[src/verilog/user_io_config.svh]
// ****************************************
// core type, command codes and PS/2 queue sizes
// depth and address width must agree (depth = 2**aw)
// ****************************************
`ifndef USER_IO_CONFIG_SVH
`define USER_IO_CONFIG_SVH

// first byte returned on miso in every frame, 8 bit core
`define USER_IO_CORE_TYPE 8'ha4

// command bytes written by the io controller
`define USER_IO_CMD_BUT_SW    8'h01
`define USER_IO_CMD_JOY_0     8'h02
`define USER_IO_CMD_JOY_1     8'h03
`define USER_IO_CMD_PS2_MOUSE 8'h04
`define USER_IO_CMD_PS2_KBD   8'h05
`define USER_IO_CMD_STATUS    8'h15

// each ps2 queue, two of them share one memory
`define USER_IO_PS2_DEPTH 8
`define USER_IO_PS2_AW    3

// spi input sampling
`define USER_IO_SPI_SYNC    2
`define USER_IO_SPI_IDX_MAX 8'd255

`endif
[src/verilog/user_io_pkg.sv]
// ****************************************
// shared types, command codes come from the config header
// ****************************************
`default_nettype none

`include "user_io_config.svh"

package user_io_pkg;

	// plain data byte and position inside a frame
	typedef logic [7:0] byte_t;
	typedef logic [7:0] byte_idx_t;

	// command byte, values outside the list are ignored by the decoder
	typedef enum logic [7:0] {
		CMD_NONE      = 8'h00,
		CMD_BUT_SW    = `USER_IO_CMD_BUT_SW,
		CMD_JOY_0     = `USER_IO_CMD_JOY_0,
		CMD_JOY_1     = `USER_IO_CMD_JOY_1,
		CMD_PS2_MOUSE = `USER_IO_CMD_PS2_MOUSE,
		CMD_PS2_KBD   = `USER_IO_CMD_PS2_KBD,
		CMD_STATUS    = `USER_IO_CMD_STATUS
	} cmd_e;

	typedef enum logic {
		PS2_KBD   = 1'b0,
		PS2_MOUSE = 1'b1
	} ps2_chan_e;

	// transmitter steps in frame order, the fsm counts through them
	typedef enum logic [3:0] {
		TX_IDLE, TX_START,
		TX_DATA0, TX_DATA1, TX_DATA2, TX_DATA3,
		TX_DATA4, TX_DATA5, TX_DATA6, TX_DATA7,
		TX_PARITY, TX_STOP
	} ps2_state_e;

	// one received spi byte, 17 bits
	typedef struct packed {
		byte_t     data;
		byte_idx_t idx;
		logic      valid;
	} spi_byte_t;

	// queue write, 10 bits
	typedef struct packed {
		ps2_chan_e chan;
		byte_t     data;
		logic      valid;
	} ps2_wr_t;

	// read answer to one transmitter, 9 bits
	typedef struct packed {
		byte_t data;
		logic  valid;
	} ps2_rd_t;

	// 28 bits of input registers
	typedef struct packed {
		logic [1:0] buttons;
		logic [1:0] switches;
		byte_t      joystick_0;
		byte_t      joystick_1;
		byte_t      status;
	} inputs_t;

endpackage

`default_nettype wire

[src/verilog/user_io_top.sv]
// ****************************************
// everything on ps2_clk, spi_clk is sampled
// ****************************************
`default_nettype none

module user_io_top (
	input  wire                ps2_clk,
	input  wire                SPI_SS_IO,
	input  wire                spi_clk,
	input  wire                spi_mosi,
	input  wire                spi_ss,
	output logic               spi_miso,
	output logic [1:0]         buttons,
	output logic [1:0]         switches,
	output user_io_pkg::byte_t joystick_0,
	output user_io_pkg::byte_t joystick_1,
	output user_io_pkg::byte_t status,
	output logic               ps2_kbd_clk,
	output logic               ps2_kbd_data,
	output logic               ps2_mouse_clk,
	output logic               ps2_mouse_data
);

	user_io_pkg::spi_byte_t rx;
	user_io_pkg::inputs_t inputs;
	user_io_pkg::ps2_wr_t ps2_wr;
	user_io_pkg::ps2_rd_t kbd_rd;
	user_io_pkg::ps2_rd_t mouse_rd;
	logic kbd_req;
	logic mouse_req;
	logic kbd_avail;
	logic mouse_avail;

	spi_byte_rx u_spi_rx (
		.ps2_clk(ps2_clk), .SPI_SS_IO(SPI_SS_IO), .spi_clk(spi_clk),
		.spi_mosi(spi_mosi), .spi_ss(spi_ss), .spi_miso(spi_miso), .rx(rx)
	);

	cmd_decoder u_decoder (
		.ps2_clk(ps2_clk), .SPI_SS_IO(SPI_SS_IO), .rx(rx),
		.inputs(inputs), .ps2_wr(ps2_wr)
	);

	// one memory feeds both transmitters
	ps2_buf_arbiter u_arbiter (
		.ps2_clk(ps2_clk), .SPI_SS_IO(SPI_SS_IO), .ps2_wr(ps2_wr),
		.kbd_req(kbd_req), .mouse_req(mouse_req),
		.kbd_avail(kbd_avail), .mouse_avail(mouse_avail),
		.kbd_rd(kbd_rd), .mouse_rd(mouse_rd)
	);

	ps2_tx u_kbd_tx (
		.ps2_clk(ps2_clk), .SPI_SS_IO(SPI_SS_IO), .data_avail(kbd_avail),
		.rd_req(kbd_req), .rd(kbd_rd),
		.ps2_line_clk(ps2_kbd_clk), .ps2_line_data(ps2_kbd_data)
	);

	ps2_tx u_mouse_tx (
		.ps2_clk(ps2_clk), .SPI_SS_IO(SPI_SS_IO), .data_avail(mouse_avail),
		.rd_req(mouse_req), .rd(mouse_rd),
		.ps2_line_clk(ps2_mouse_clk), .ps2_line_data(ps2_mouse_data)
	);

	// register struct out to the core ports
	assign buttons    = inputs.buttons;
	assign switches   = inputs.switches;
	assign joystick_0 = inputs.joystick_0;
	assign joystick_1 = inputs.joystick_1;
	assign status     = inputs.status;

endmodule

`default_nettype wire

[src/verilog/ps2_tx.sv]
// ****************************************
// device side only, no host-to-device path
// ****************************************
`default_nettype none

module ps2_tx (
	input  wire                     ps2_clk,
	input  wire                     SPI_SS_IO,
	input  wire                     data_avail,
	output logic                    rd_req,
	input  wire user_io_pkg::ps2_rd_t rd,
	output logic                    ps2_line_clk,
	output logic                    ps2_line_data
);

	user_io_pkg::ps2_state_e state;
	user_io_pkg::byte_t shreg;
	logic parity;

	// ask while idle, drop as soon as the byte shows up
	assign rd_req = (state == user_io_pkg::TX_IDLE) && data_avail && !rd.valid;

	// clock only runs during a frame
	assign ps2_line_clk = ps2_clk | (state == user_io_pkg::TX_IDLE);

	// line changes on the rising edge, host samples on the falling one
	always_ff @(posedge ps2_clk or posedge SPI_SS_IO) begin
		if (SPI_SS_IO) begin
			state         <= user_io_pkg::TX_IDLE;
			ps2_line_data <= 1'b1;
		end else begin
			case (state)
				user_io_pkg::TX_IDLE: begin
					if (rd.valid) begin
						// start bit
						state         <= user_io_pkg::TX_START;
						ps2_line_data <= 1'b0;
					end
				end
				user_io_pkg::TX_DATA7: begin
					state         <= user_io_pkg::TX_PARITY;
					ps2_line_data <= parity;
				end
				user_io_pkg::TX_PARITY: begin
					// stop bit
					state         <= user_io_pkg::TX_STOP;
					ps2_line_data <= 1'b1;
				end
				user_io_pkg::TX_STOP: begin
					state <= user_io_pkg::TX_IDLE;
				end
				// start and data0..data6, next bit lsb first
				default: begin
					state         <= user_io_pkg::ps2_state_e'(state + 4'd1);
					ps2_line_data <= shreg[0];
				end
			endcase
		end
	end

	// byte and its odd parity latched at load
	always_ff @(posedge ps2_clk) begin
		if (state == user_io_pkg::TX_IDLE && rd.valid) begin
			shreg  <= rd.data;
			parity <= ~^rd.data;
		end else if (state != user_io_pkg::TX_IDLE) begin
			shreg <= {1'b0, shreg[7:1]};
		end
	end

endmodule

`default_nettype wire

[src/verilog/ps2_buf_arbiter.sv]
// ****************************************
// full queues drop writes, no overwrite
// read data follows the grant by one cycle
// ****************************************
`default_nettype none

`include "user_io_config.svh"

module ps2_buf_arbiter (
	input  wire                     ps2_clk,
	input  wire                     SPI_SS_IO,
	input  wire user_io_pkg::ps2_wr_t ps2_wr,
	input  wire                     kbd_req,
	input  wire                     mouse_req,
	output logic                    kbd_avail,
	output logic                    mouse_avail,
	output user_io_pkg::ps2_rd_t    kbd_rd,
	output user_io_pkg::ps2_rd_t    mouse_rd
);

	typedef logic [`USER_IO_PS2_AW-1:0] ptr_t;

	// lower half keyboard, upper half mouse
	user_io_pkg::byte_t mem [2*`USER_IO_PS2_DEPTH];

	// index 0 keyboard, index 1 mouse
	ptr_t wptr [2];
	ptr_t rptr [2];
	logic [1:0] full;
	logic [1:0] empty;
	logic [1:0] wr_sel;
	logic [1:0] wr_en;
	logic [1:0] req;
	logic [1:0] ok;
	logic [1:0] grant;
	logic [1:0] rd_valid;
	user_io_pkg::byte_t rd_data [2];
	user_io_pkg::ps2_chan_e prio;

	always_comb begin
		req    = {mouse_req, kbd_req};
		wr_sel = {ps2_wr.chan == user_io_pkg::PS2_MOUSE, ps2_wr.chan == user_io_pkg::PS2_KBD};
		for (int c = 0; c < 2; c++) begin
			// equal pointers mean empty unless the full bit says otherwise
			empty[c] = (wptr[c] == rptr[c]) && !full[c];
			wr_en[c] = ps2_wr.valid && wr_sel[c] && !full[c];
			// no second grant while the answer is still on its way
			ok[c]    = req[c] && !empty[c] && !rd_valid[c];
		end
		// round robin only matters when both ask at once
		grant[0] = ok[0] && (!ok[1] || prio == user_io_pkg::PS2_KBD);
		grant[1] = ok[1] && (!ok[0] || prio == user_io_pkg::PS2_MOUSE);
	end

	assign kbd_avail   = !empty[0];
	assign mouse_avail = !empty[1];

	always_ff @(posedge ps2_clk or posedge SPI_SS_IO) begin
		if (SPI_SS_IO) begin
			for (int c = 0; c < 2; c++) begin
				wptr[c] <= '0;
				rptr[c] <= '0;
			end
			full     <= '0;
			rd_valid <= '0;
			prio     <= user_io_pkg::PS2_KBD;
		end else begin
			for (int c = 0; c < 2; c++) begin
				if (wr_en[c])
					wptr[c] <= wptr[c] + 1'b1;
				if (grant[c])
					rptr[c] <= rptr[c] + 1'b1;
				// write catching up with the read pointer fills the queue
				if (wr_en[c] && !grant[c] && (ptr_t'(wptr[c] + 1'b1) == rptr[c]))
					full[c] <= 1'b1;
				else if (grant[c] && !wr_en[c])
					full[c] <= 1'b0;
			end
			rd_valid <= grant;
			// the channel just served goes to the back
			if (grant[0])
				prio <= user_io_pkg::PS2_MOUSE;
			else if (grant[1])
				prio <= user_io_pkg::PS2_KBD;
		end
	end

	// shared memory, one write port and a read per channel
	always_ff @(posedge ps2_clk) begin
		if (wr_en[0] || wr_en[1])
			mem[{ps2_wr.chan, wr_sel[1] ? wptr[1] : wptr[0]}] <= ps2_wr.data;
		if (grant[0])
			rd_data[0] <= mem[{1'b0, rptr[0]}];
		if (grant[1])
			rd_data[1] <= mem[{1'b1, rptr[1]}];
	end

	assign kbd_rd.data    = rd_data[0];
	assign kbd_rd.valid   = rd_valid[0];
	assign mouse_rd.data  = rd_data[1];
	assign mouse_rd.valid = rd_valid[1];

endmodule

`default_nettype wire

[src/verilog/cmd_decoder.sv]
// ****************************************
// registers hold their values across frames
// unknown commands are ignored
// ****************************************
`default_nettype none

module cmd_decoder (
	input  wire                     ps2_clk,
	input  wire                     SPI_SS_IO,
	input  wire user_io_pkg::spi_byte_t rx,
	output user_io_pkg::inputs_t    inputs,
	output user_io_pkg::ps2_wr_t    ps2_wr
);

	// command of the current frame
	user_io_pkg::cmd_e cmd;

	always_ff @(posedge ps2_clk or posedge SPI_SS_IO) begin
		if (SPI_SS_IO) begin
			cmd    <= user_io_pkg::CMD_NONE;
			inputs <= '0;
			ps2_wr <= '0;
		end else begin
			// write strobe lasts one cycle
			ps2_wr.valid <= 1'b0;

			if (rx.valid) begin
				if (rx.idx == '0) begin
					// byte 0 selects what the rest of the frame means
					cmd <= user_io_pkg::cmd_e'(rx.data);
				end else begin
					case (cmd)
						user_io_pkg::CMD_BUT_SW: begin
							// low nibble only
							inputs.buttons  <= rx.data[1:0];
							inputs.switches <= rx.data[3:2];
						end

						user_io_pkg::CMD_JOY_0: begin
							inputs.joystick_0 <= rx.data;
						end

						user_io_pkg::CMD_JOY_1: begin
							inputs.joystick_1 <= rx.data;
						end

						// every payload byte goes into the mouse queue
						user_io_pkg::CMD_PS2_MOUSE: begin
							ps2_wr.chan  <= user_io_pkg::PS2_MOUSE;
							ps2_wr.data  <= rx.data;
							ps2_wr.valid <= 1'b1;
						end

						// same for the keyboard queue
						user_io_pkg::CMD_PS2_KBD: begin
							ps2_wr.chan  <= user_io_pkg::PS2_KBD;
							ps2_wr.data  <= rx.data;
							ps2_wr.valid <= 1'b1;
						end

						user_io_pkg::CMD_STATUS: begin
							inputs.status <= rx.data;
						end

						// anything else leaves all registers alone
						default: begin
						end
					endcase
				end
			end
		end
	end

endmodule

`default_nettype wire

[src/verilog/spi_byte_rx.sv]
// ****************************************
// spi_clk must stay high and low >= 4 ps2_clk cycles each
// ****************************************
`default_nettype none

`include "user_io_config.svh"

module spi_byte_rx (
	input  wire                     ps2_clk,
	input  wire                     SPI_SS_IO,
	input  wire                     spi_clk,
	input  wire                     spi_mosi,
	input  wire                     spi_ss,
	output logic                    spi_miso,
	output user_io_pkg::spi_byte_t  rx
);

	// synchronizer chains, oldest sample at the top bit
	logic [`USER_IO_SPI_SYNC-1:0] sclk_sync;
	logic [`USER_IO_SPI_SYNC-1:0] mosi_sync;
	logic [`USER_IO_SPI_SYNC-1:0] ss_sync;
	logic sclk_d;
	logic ss_d;
	logic sclk_s;
	logic mosi_s;
	logic ss_s;
	logic sclk_rise;
	logic sclk_fall;
	logic ss_fall;
	logic [2:0] bit_cnt;
	logic [6:0] sbuf;
	user_io_pkg::byte_idx_t idx;
	user_io_pkg::byte_t core_type;

	assign core_type = `USER_IO_CORE_TYPE;

	assign sclk_s = sclk_sync[`USER_IO_SPI_SYNC-1];
	assign mosi_s = mosi_sync[`USER_IO_SPI_SYNC-1];
	assign ss_s   = ss_sync[`USER_IO_SPI_SYNC-1];

	// edges seen against the previous synchronized sample
	assign sclk_rise = sclk_s & ~sclk_d;
	assign sclk_fall = ~sclk_s & sclk_d;
	assign ss_fall   = ~ss_s & ss_d;

	// select idles high, so its chain starts at ones
	always_ff @(posedge ps2_clk or posedge SPI_SS_IO) begin
		if (SPI_SS_IO) begin
			sclk_sync <= '0;
			mosi_sync <= '0;
			ss_sync   <= '1;
			sclk_d    <= 1'b0;
			ss_d      <= 1'b1;
		end else begin
			sclk_sync <= {sclk_sync[`USER_IO_SPI_SYNC-2:0], spi_clk};
			mosi_sync <= {mosi_sync[`USER_IO_SPI_SYNC-2:0], spi_mosi};
			ss_sync   <= {ss_sync[`USER_IO_SPI_SYNC-2:0], spi_ss};
			sclk_d    <= sclk_s;
			ss_d      <= ss_s;
		end
	end

	// bit and byte counters, cleared while the frame select is high
	always_ff @(posedge ps2_clk or posedge SPI_SS_IO) begin
		if (SPI_SS_IO) begin
			bit_cnt <= 3'd0;
			idx     <= '0;
			rx      <= '0;
		end else begin
			rx.valid <= 1'b0;
			if (ss_s) begin
				bit_cnt <= 3'd0;
				idx     <= '0;
			end else if (sclk_rise) begin
				bit_cnt <= bit_cnt + 3'd1;
				if (bit_cnt == 3'd7) begin
					// last bit comes straight from the synchronizer
					rx.data  <= {sbuf, mosi_s};
					rx.idx   <= idx;
					rx.valid <= 1'b1;
					// index sticks at the top value for long frames
					if (idx != `USER_IO_SPI_IDX_MAX)
						idx <= idx + 8'd1;
				end
			end
		end
	end

	// msb first
	always_ff @(posedge ps2_clk) begin
		if (!ss_s && sclk_rise)
			sbuf <= {sbuf[5:0], mosi_s};
	end

	// core type on miso during byte 0, bit 7 ready at frame start
	always_ff @(posedge ps2_clk or posedge SPI_SS_IO) begin
		if (SPI_SS_IO) begin
			spi_miso <= 1'b0;
		end else if (ss_s) begin
			spi_miso <= 1'b0;
		end else if (ss_fall || sclk_fall) begin
			spi_miso <= (idx == '0) ? core_type[~bit_cnt] : 1'b0;
		end
	end

endmodule

`default_nettype wire

[config.mk]
export PLATFORM = sky130hd
export DESIGN_NAME = user_io_top
export DESIGN_NICKNAME = d
export VERILOG_FILES = /design/src/verilog/user_io_pkg.sv /design/src/verilog/user_io_top.sv /design/src/verilog/ps2_tx.sv /design/src/verilog/ps2_buf_arbiter.sv /design/src/verilog/cmd_decoder.sv /design/src/verilog/spi_byte_rx.sv
export VERILOG_INCLUDE_DIRS = /design/src /design/src/verilog
export SDC_FILE = /design/constraint.sdc
export NUM_CORES = 1
export LEC_CHECK = 0
export BUFFER_PORTS_ARGS = -buffer_cell sky130_fd_sc_hd__buf_2
export CAP_MARGIN = 30
export CORE_AREA = 8 8 190 192
export CTS_CLUSTER_SIZE = 14
export DETAILED_ROUTE_END_ITERATION = 7
export DIE_AREA = 0 0 198 200
export SLEW_MARGIN = 10
export SYNTH_ARGS = -nofsm -noshare
export SYNTH_HDL_FRONTEND = slang
export SYNTH_SLANG_ARGS = --single-unit
[constraint.sdc]
create_clock -name ps2_clk -period 9.1 [get_ports ps2_clk]
set_clock_uncertainty 0.15 [all_clocks]
set_input_delay 1.365 -clock ps2_clk [delete_from_list [all_inputs] [get_ports ps2_clk]]
set_output_delay 1.365 -clock ps2_clk [all_outputs]
set_load 0.03 [all_outputs]
# After elaboration in Yosys (flattened, before gate mapping)
# Memories as Yosys holds them, arrays and structs flattened.
# Index checks and enable logic that the tools add are counted.
[word_totals] ff_bits=135 latchBits=0 ram_bits=144 mem_bits_ro=8 out_inout_bits=33 word_cells=198 n_memories=3
[classes] add_sub_neg=8 n_mul=0 n_div=0 n_lt_le_gt_ge=1 eq_ne=20 n_shift=0 n_mux=44 n_bitwise=14 n_reduce_logical=71
[mem_list] name="u_arbiter.mem" words=16 word_bits=8 rd=2 rd_ports_with_merged_regs=0 write_ports=1 line_no="ps2_buf_arbiter.sv:24" source="user_io_pkg::byte_t mem [2*`USER_IO_PS2_DEPTH];"
[mem_list] name="u_arbiter.rd_data" words=2 word_bits=8 rd=2 rd_ports_with_merged_regs=0 write_ports=1 line_no="ps2_buf_arbiter.sv:37" source="user_io_pkg::byte_t rd_data [2];"
[mem_list] name="(name not given)" words=8 word_bits=1 rd=1 rd_ports_with_merged_regs=0 write_ports=0 line_no="spi_byte_rx.sv:102" source="spi_miso <= (idx == '0) ? core_type[~bit_cnt] : 1'b0;"
[op_table] op="two-way mux 8 bit" n=9
[op_table] op="case mux 4 bit (4 select lines)" n=2
[op_table] op="logical AND 1 bit" n=25
[op_table] op="two-way mux 1 bit" n=25
[op_table] op="equality test 4 bit (second input constant)" n=6
[op_table] op="AND reduction 3 bit" n=7
[op_table] op="case mux 10 bit (2 select lines)" n=1
[op_table] op="nonzero test 2 bit" n=10
[op_table] op="equality test 8 x 2 -> 1 bit (second input constant)" n=2
[op_table] op="equality test 8 x 3 -> 1 bit (second input constant)" n=2
[op_table] op="zero test 8 bit" n=2
[op_table] op="XNOR reduction 8 bit" n=2
[op_table] op="adder 3 x 1 -> 3 bit (second input constant)" n=5
[op_table] op="zero test 1 bit" n=13
[op_table] op="equality test 3 bit" n=4
[op_table] op="two-way mux 3 bit" n=3
[op_table] op="adder 4 x 1 -> 4 bit (second input constant)" n=2
[op_table] op="adder 8 x 1 -> 8 bit (second input constant)" n=1
[op_table] op="equality test 8 x 1 -> 1 bit (second input constant)" n=1
[op_table] op="equality test 8 x 5 -> 1 bit (second input constant)" n=1
[op_table] op="zero test 4 bit" n=2
[op_table] op="two-way mux 4 bit" n=2
[op_table] op="!= test 8 bit (second input constant)" n=1
[op_table] op="NOT 1 bit" n=8
[op_table] op="other kinds (11)" n=22

# Logic depth before layout (Yosys ltp)
[depth] ltp_word=14 mapped_depth=7

# Cells and area by module
# From an unflattened synthesis, not the netlist that was laid out.
[unflattened] cells_unflattened=686 hier_area_um2=11701.2
[by_module_without_submodules] mod="ps2_buf_arbiter" instances=1 cells_per_inst=310 area_per_inst_um2=6306.0 seq_area_each_um2=4749.6
[by_module_without_submodules] mod="cmd_decoder" instances=1 cells_per_inst=111 area_per_inst_um2=1820.5 seq_area_each_um2=1151.1
[by_module_without_submodules] mod="ps2_tx" instances=2 cells_per_inst=71 area_per_inst_um2=909.6 seq_area_each_um2=396.6
[by_module_without_submodules] mod="spi_byte_rx" instances=1 cells_per_inst=123 area_per_inst_um2=1755.4 seq_area_each_um2=1139.8

==> qor.yml <==
synth_fa_ha_area_frac: 0.0187
synthTopCellsByArea: "edfxtp_1 45%, dfrtp_1 23%, mux4_2 6.3%"
final_cell_count_no_fill: 1199
yosysSeqAreaShare: 0.687
fill_cells: 3045
synthSimpleGateAreaFrac: 0.0575
p_per_area_nw_per_um2: 197
yosys.area.top_type: "edfxtp_1"
ant_nets: 0
drv_slew: 0
synth_mux_area_frac: 0.162
async_flop_share: 0.394
cp-end-kind: "output pin"
ff2ff_path_depth: 6
start_util: 0.344
clkTransAtPathRegs_ps: 60
place.gp.congestion: 0.718
dpl_cell_area_um2: 12100
drtIter0Drc: 261
crit_fanout: 2
numPortBuffers: 37
yosys.area.top_type_share: 0.445
layout_setup_ws_ps: 2460
antenna_found_initial: 0
core-area_um2: 33100
drt_pass1_iterations: 4
vias: 5633
pre_cts_ws_ps: 2760
leakage_nw: 4.60
utilization: 0.396
netlist_instances: 673
setup_viol: 0
grt_overflow: 0
synthFlopType: "edfxtp_1"
critPathLaunchType: "clock port"
multi_input_area_um2: 3380
hold_viol_final: 0
drive_above_1_share: 0.262
hpwl_mm: 12.5
max_slew.worst_pin.slew_ps: 931
die_h_um: 200
synth_edf_count: 169
die_area_um2: 39600
num_rows: 67
routedWlPerCell_um: 16.5
post_synth_num_cell_types: 59
ys_warn_count: 0
rr_startpoint: "u_mouse_tx.state[0]"
areaGrowthSynthToFinish_pct: 14.9
n_antenna_cell: 0
max_slew_margin: 0.379
critPathRequiredTime_ps: 7590
routed_wl_mm: 19.8
critPathKind: "clock port to output pin"
synthXorXnorAreaFrac: 0.0292
max_cap_viol_count: 0
syn-cell-area_um2: 11400
syn_avg_cell_area_um2: 16.9
nets: 751
grt_usage: 0.104
synth_top_family_by_area: "multiplexers"
outcome: "completed"
synth.ff_latch_count: 279
final_area_um2: 13100
vias_per_cell: 4.70
seqCellArea_um2: 7830
hold_buffers: 0
min_from: "u_spi_rx.mosi_sync[0]"
io_pins: 38
reg2reg_slack_ps: 6270
yosysMostFrequentCell: "edfxtp_1"
ys_top_cells_by_count: "169 x edfxtp_1, 105 x dfrtp_1, 53 x mux2_2, 41 x mux2_1, 33 x nor2_1"
setup_tns_ps: 0
post_cts_resized: 0
grt_pass1_vias: 5872
syn_nets: 695
clk_latency_ps: 650
cts_tree: "built"
dp_cells: 1143
regToRegEndpoint: "u_arbiter.rd_data[0][8]"
arrival_ps: 5120
synth_compound_area_frac: 0.0285
rsz0062_at_grt: "no"
grt_pass1_wl_mm: 32.5
ir_drop_mv: 0.129
min_path_cells: 0
grt_max_degree: 57
cts_setup_buffers: 0
drcViolationCount: 0
die_w_um: 198
min_to: "u_spi_rx.mosi_sync[1]"
hp-class: "flop to flop"
-- metrics by stage --
stage	power [W]	hold slack, ps
after floorplan	0.00138	181
after global placement	0.00139	185
after detailed placement	0.00139	187
after CTS	0.00261	201
after global routing	0.00267	210
final	0.00257	200
-- sequential cells by signal, summed over array words and instances, names as in the netlist, 3 cells and up --
signal and flops:
u_arbiter.wptr 6, u_arbiter.rd_data 16, u_decoder.inputs 28, u_spi_rx.idx 8
u_spi_rx.rx 17, u_arbiter.mem 128, u_spi_rx.bit_cnt 3, u_decoder.ps2_wr 10
u_kbd_tx.state 4, u_spi_rx.sbuf 7, u_decoder.cmd 8, u_mouse_tx.state 4
u_mouse_tx.shreg 8, u_kbd_tx.shreg 8, u_arbiter.rptr 6
-- routing by layer --
metal | vias to the layer above | global-route usage | wire length, µm
li1 | 2662 | - | -
met1 | 2832 | 0.145 | 9700
met2 | 99 | 0.153 | 8670
met3 | 40 | 0.0292 | 893
met4 | 0 | 0.0382 | 560
met5 | - | 0 | 0
-- area by class of cell --
type                    count  share of cell area
inverters                  19             0.00564
multi-input cells         351               0.258
flip-flops and latches    279               0.598
well taps                 448              0.0428
repair buffers             44              0.0176
clock inverters            19              0.0116
clock buffers              39              0.0666
-- where the power goes --
part	total (W)	internal, W	switching, W	leakage [nW]
Clock	0.00122	0.000731	0.000486	0.493
Combinational	0.0000167	0.00000339	0.0000133	1.46
Sequential	0.00134	0.00134	0.00000323	2.65
Total	0.00257	0.00207	0.000502	4.60
-- worst max-delay path, stage by stage --
cell and delay [ps]:
clkbuf_16 130, clkbuf_16 130, nand2b_1 140, buf_2 180
-- kinds of logic after synthesis --
group,count (synthesis)
XOR/XNOR,38
multiplexers,132
AND/OR/NAND/NOR,118
flip-flops,279
adder cells (fa/ha/maj),17
buffers and inverters,43
AO/OA/AOI/OAI,46
-- layout by cell type (no fill, tap or decap), types with 5 or more instances in the layout --
cell / instances
mux2_1: 41
dfstp_2: 5
nand2_1: 17
dfrtp_1: 105
buf_2: 42
edfxtp_1: 169
nor3_1: 12
clkinv_1: 7
mux2_2: 53
nand3_1: 9
nor2_1: 33
mux4_2: 32
and3_1: 6
a21oi_1: 9
ha_1: 17
nand2b_1: 5
clkbuf_16: 34
xnor2_1: 26
nor4b_1: 5
xor2_1: 12
o21ai_0: 12
inv_1: 18
-- how the worst max path moves through the flow --
stage | startpoint | end | slack (ps) | depth (start not counted)
finish | ps2_clk | ps2_kbd_clk | 2460 | 4
global route | ps2_clk | ps2_kbd_clk | 2440 | 4
CTS | ps2_clk | ps2_kbd_clk | 2430 | 4
detailed placement | ps2_clk | ps2_kbd_clk | 2760 | 2
global placement | ps2_clk | ps2_kbd_clk | 2760 | 2
floorplan | ps2_clk | ps2_kbd_clk | 2770 | 1
Note: power is estimated with default switching activity, not from simulation.
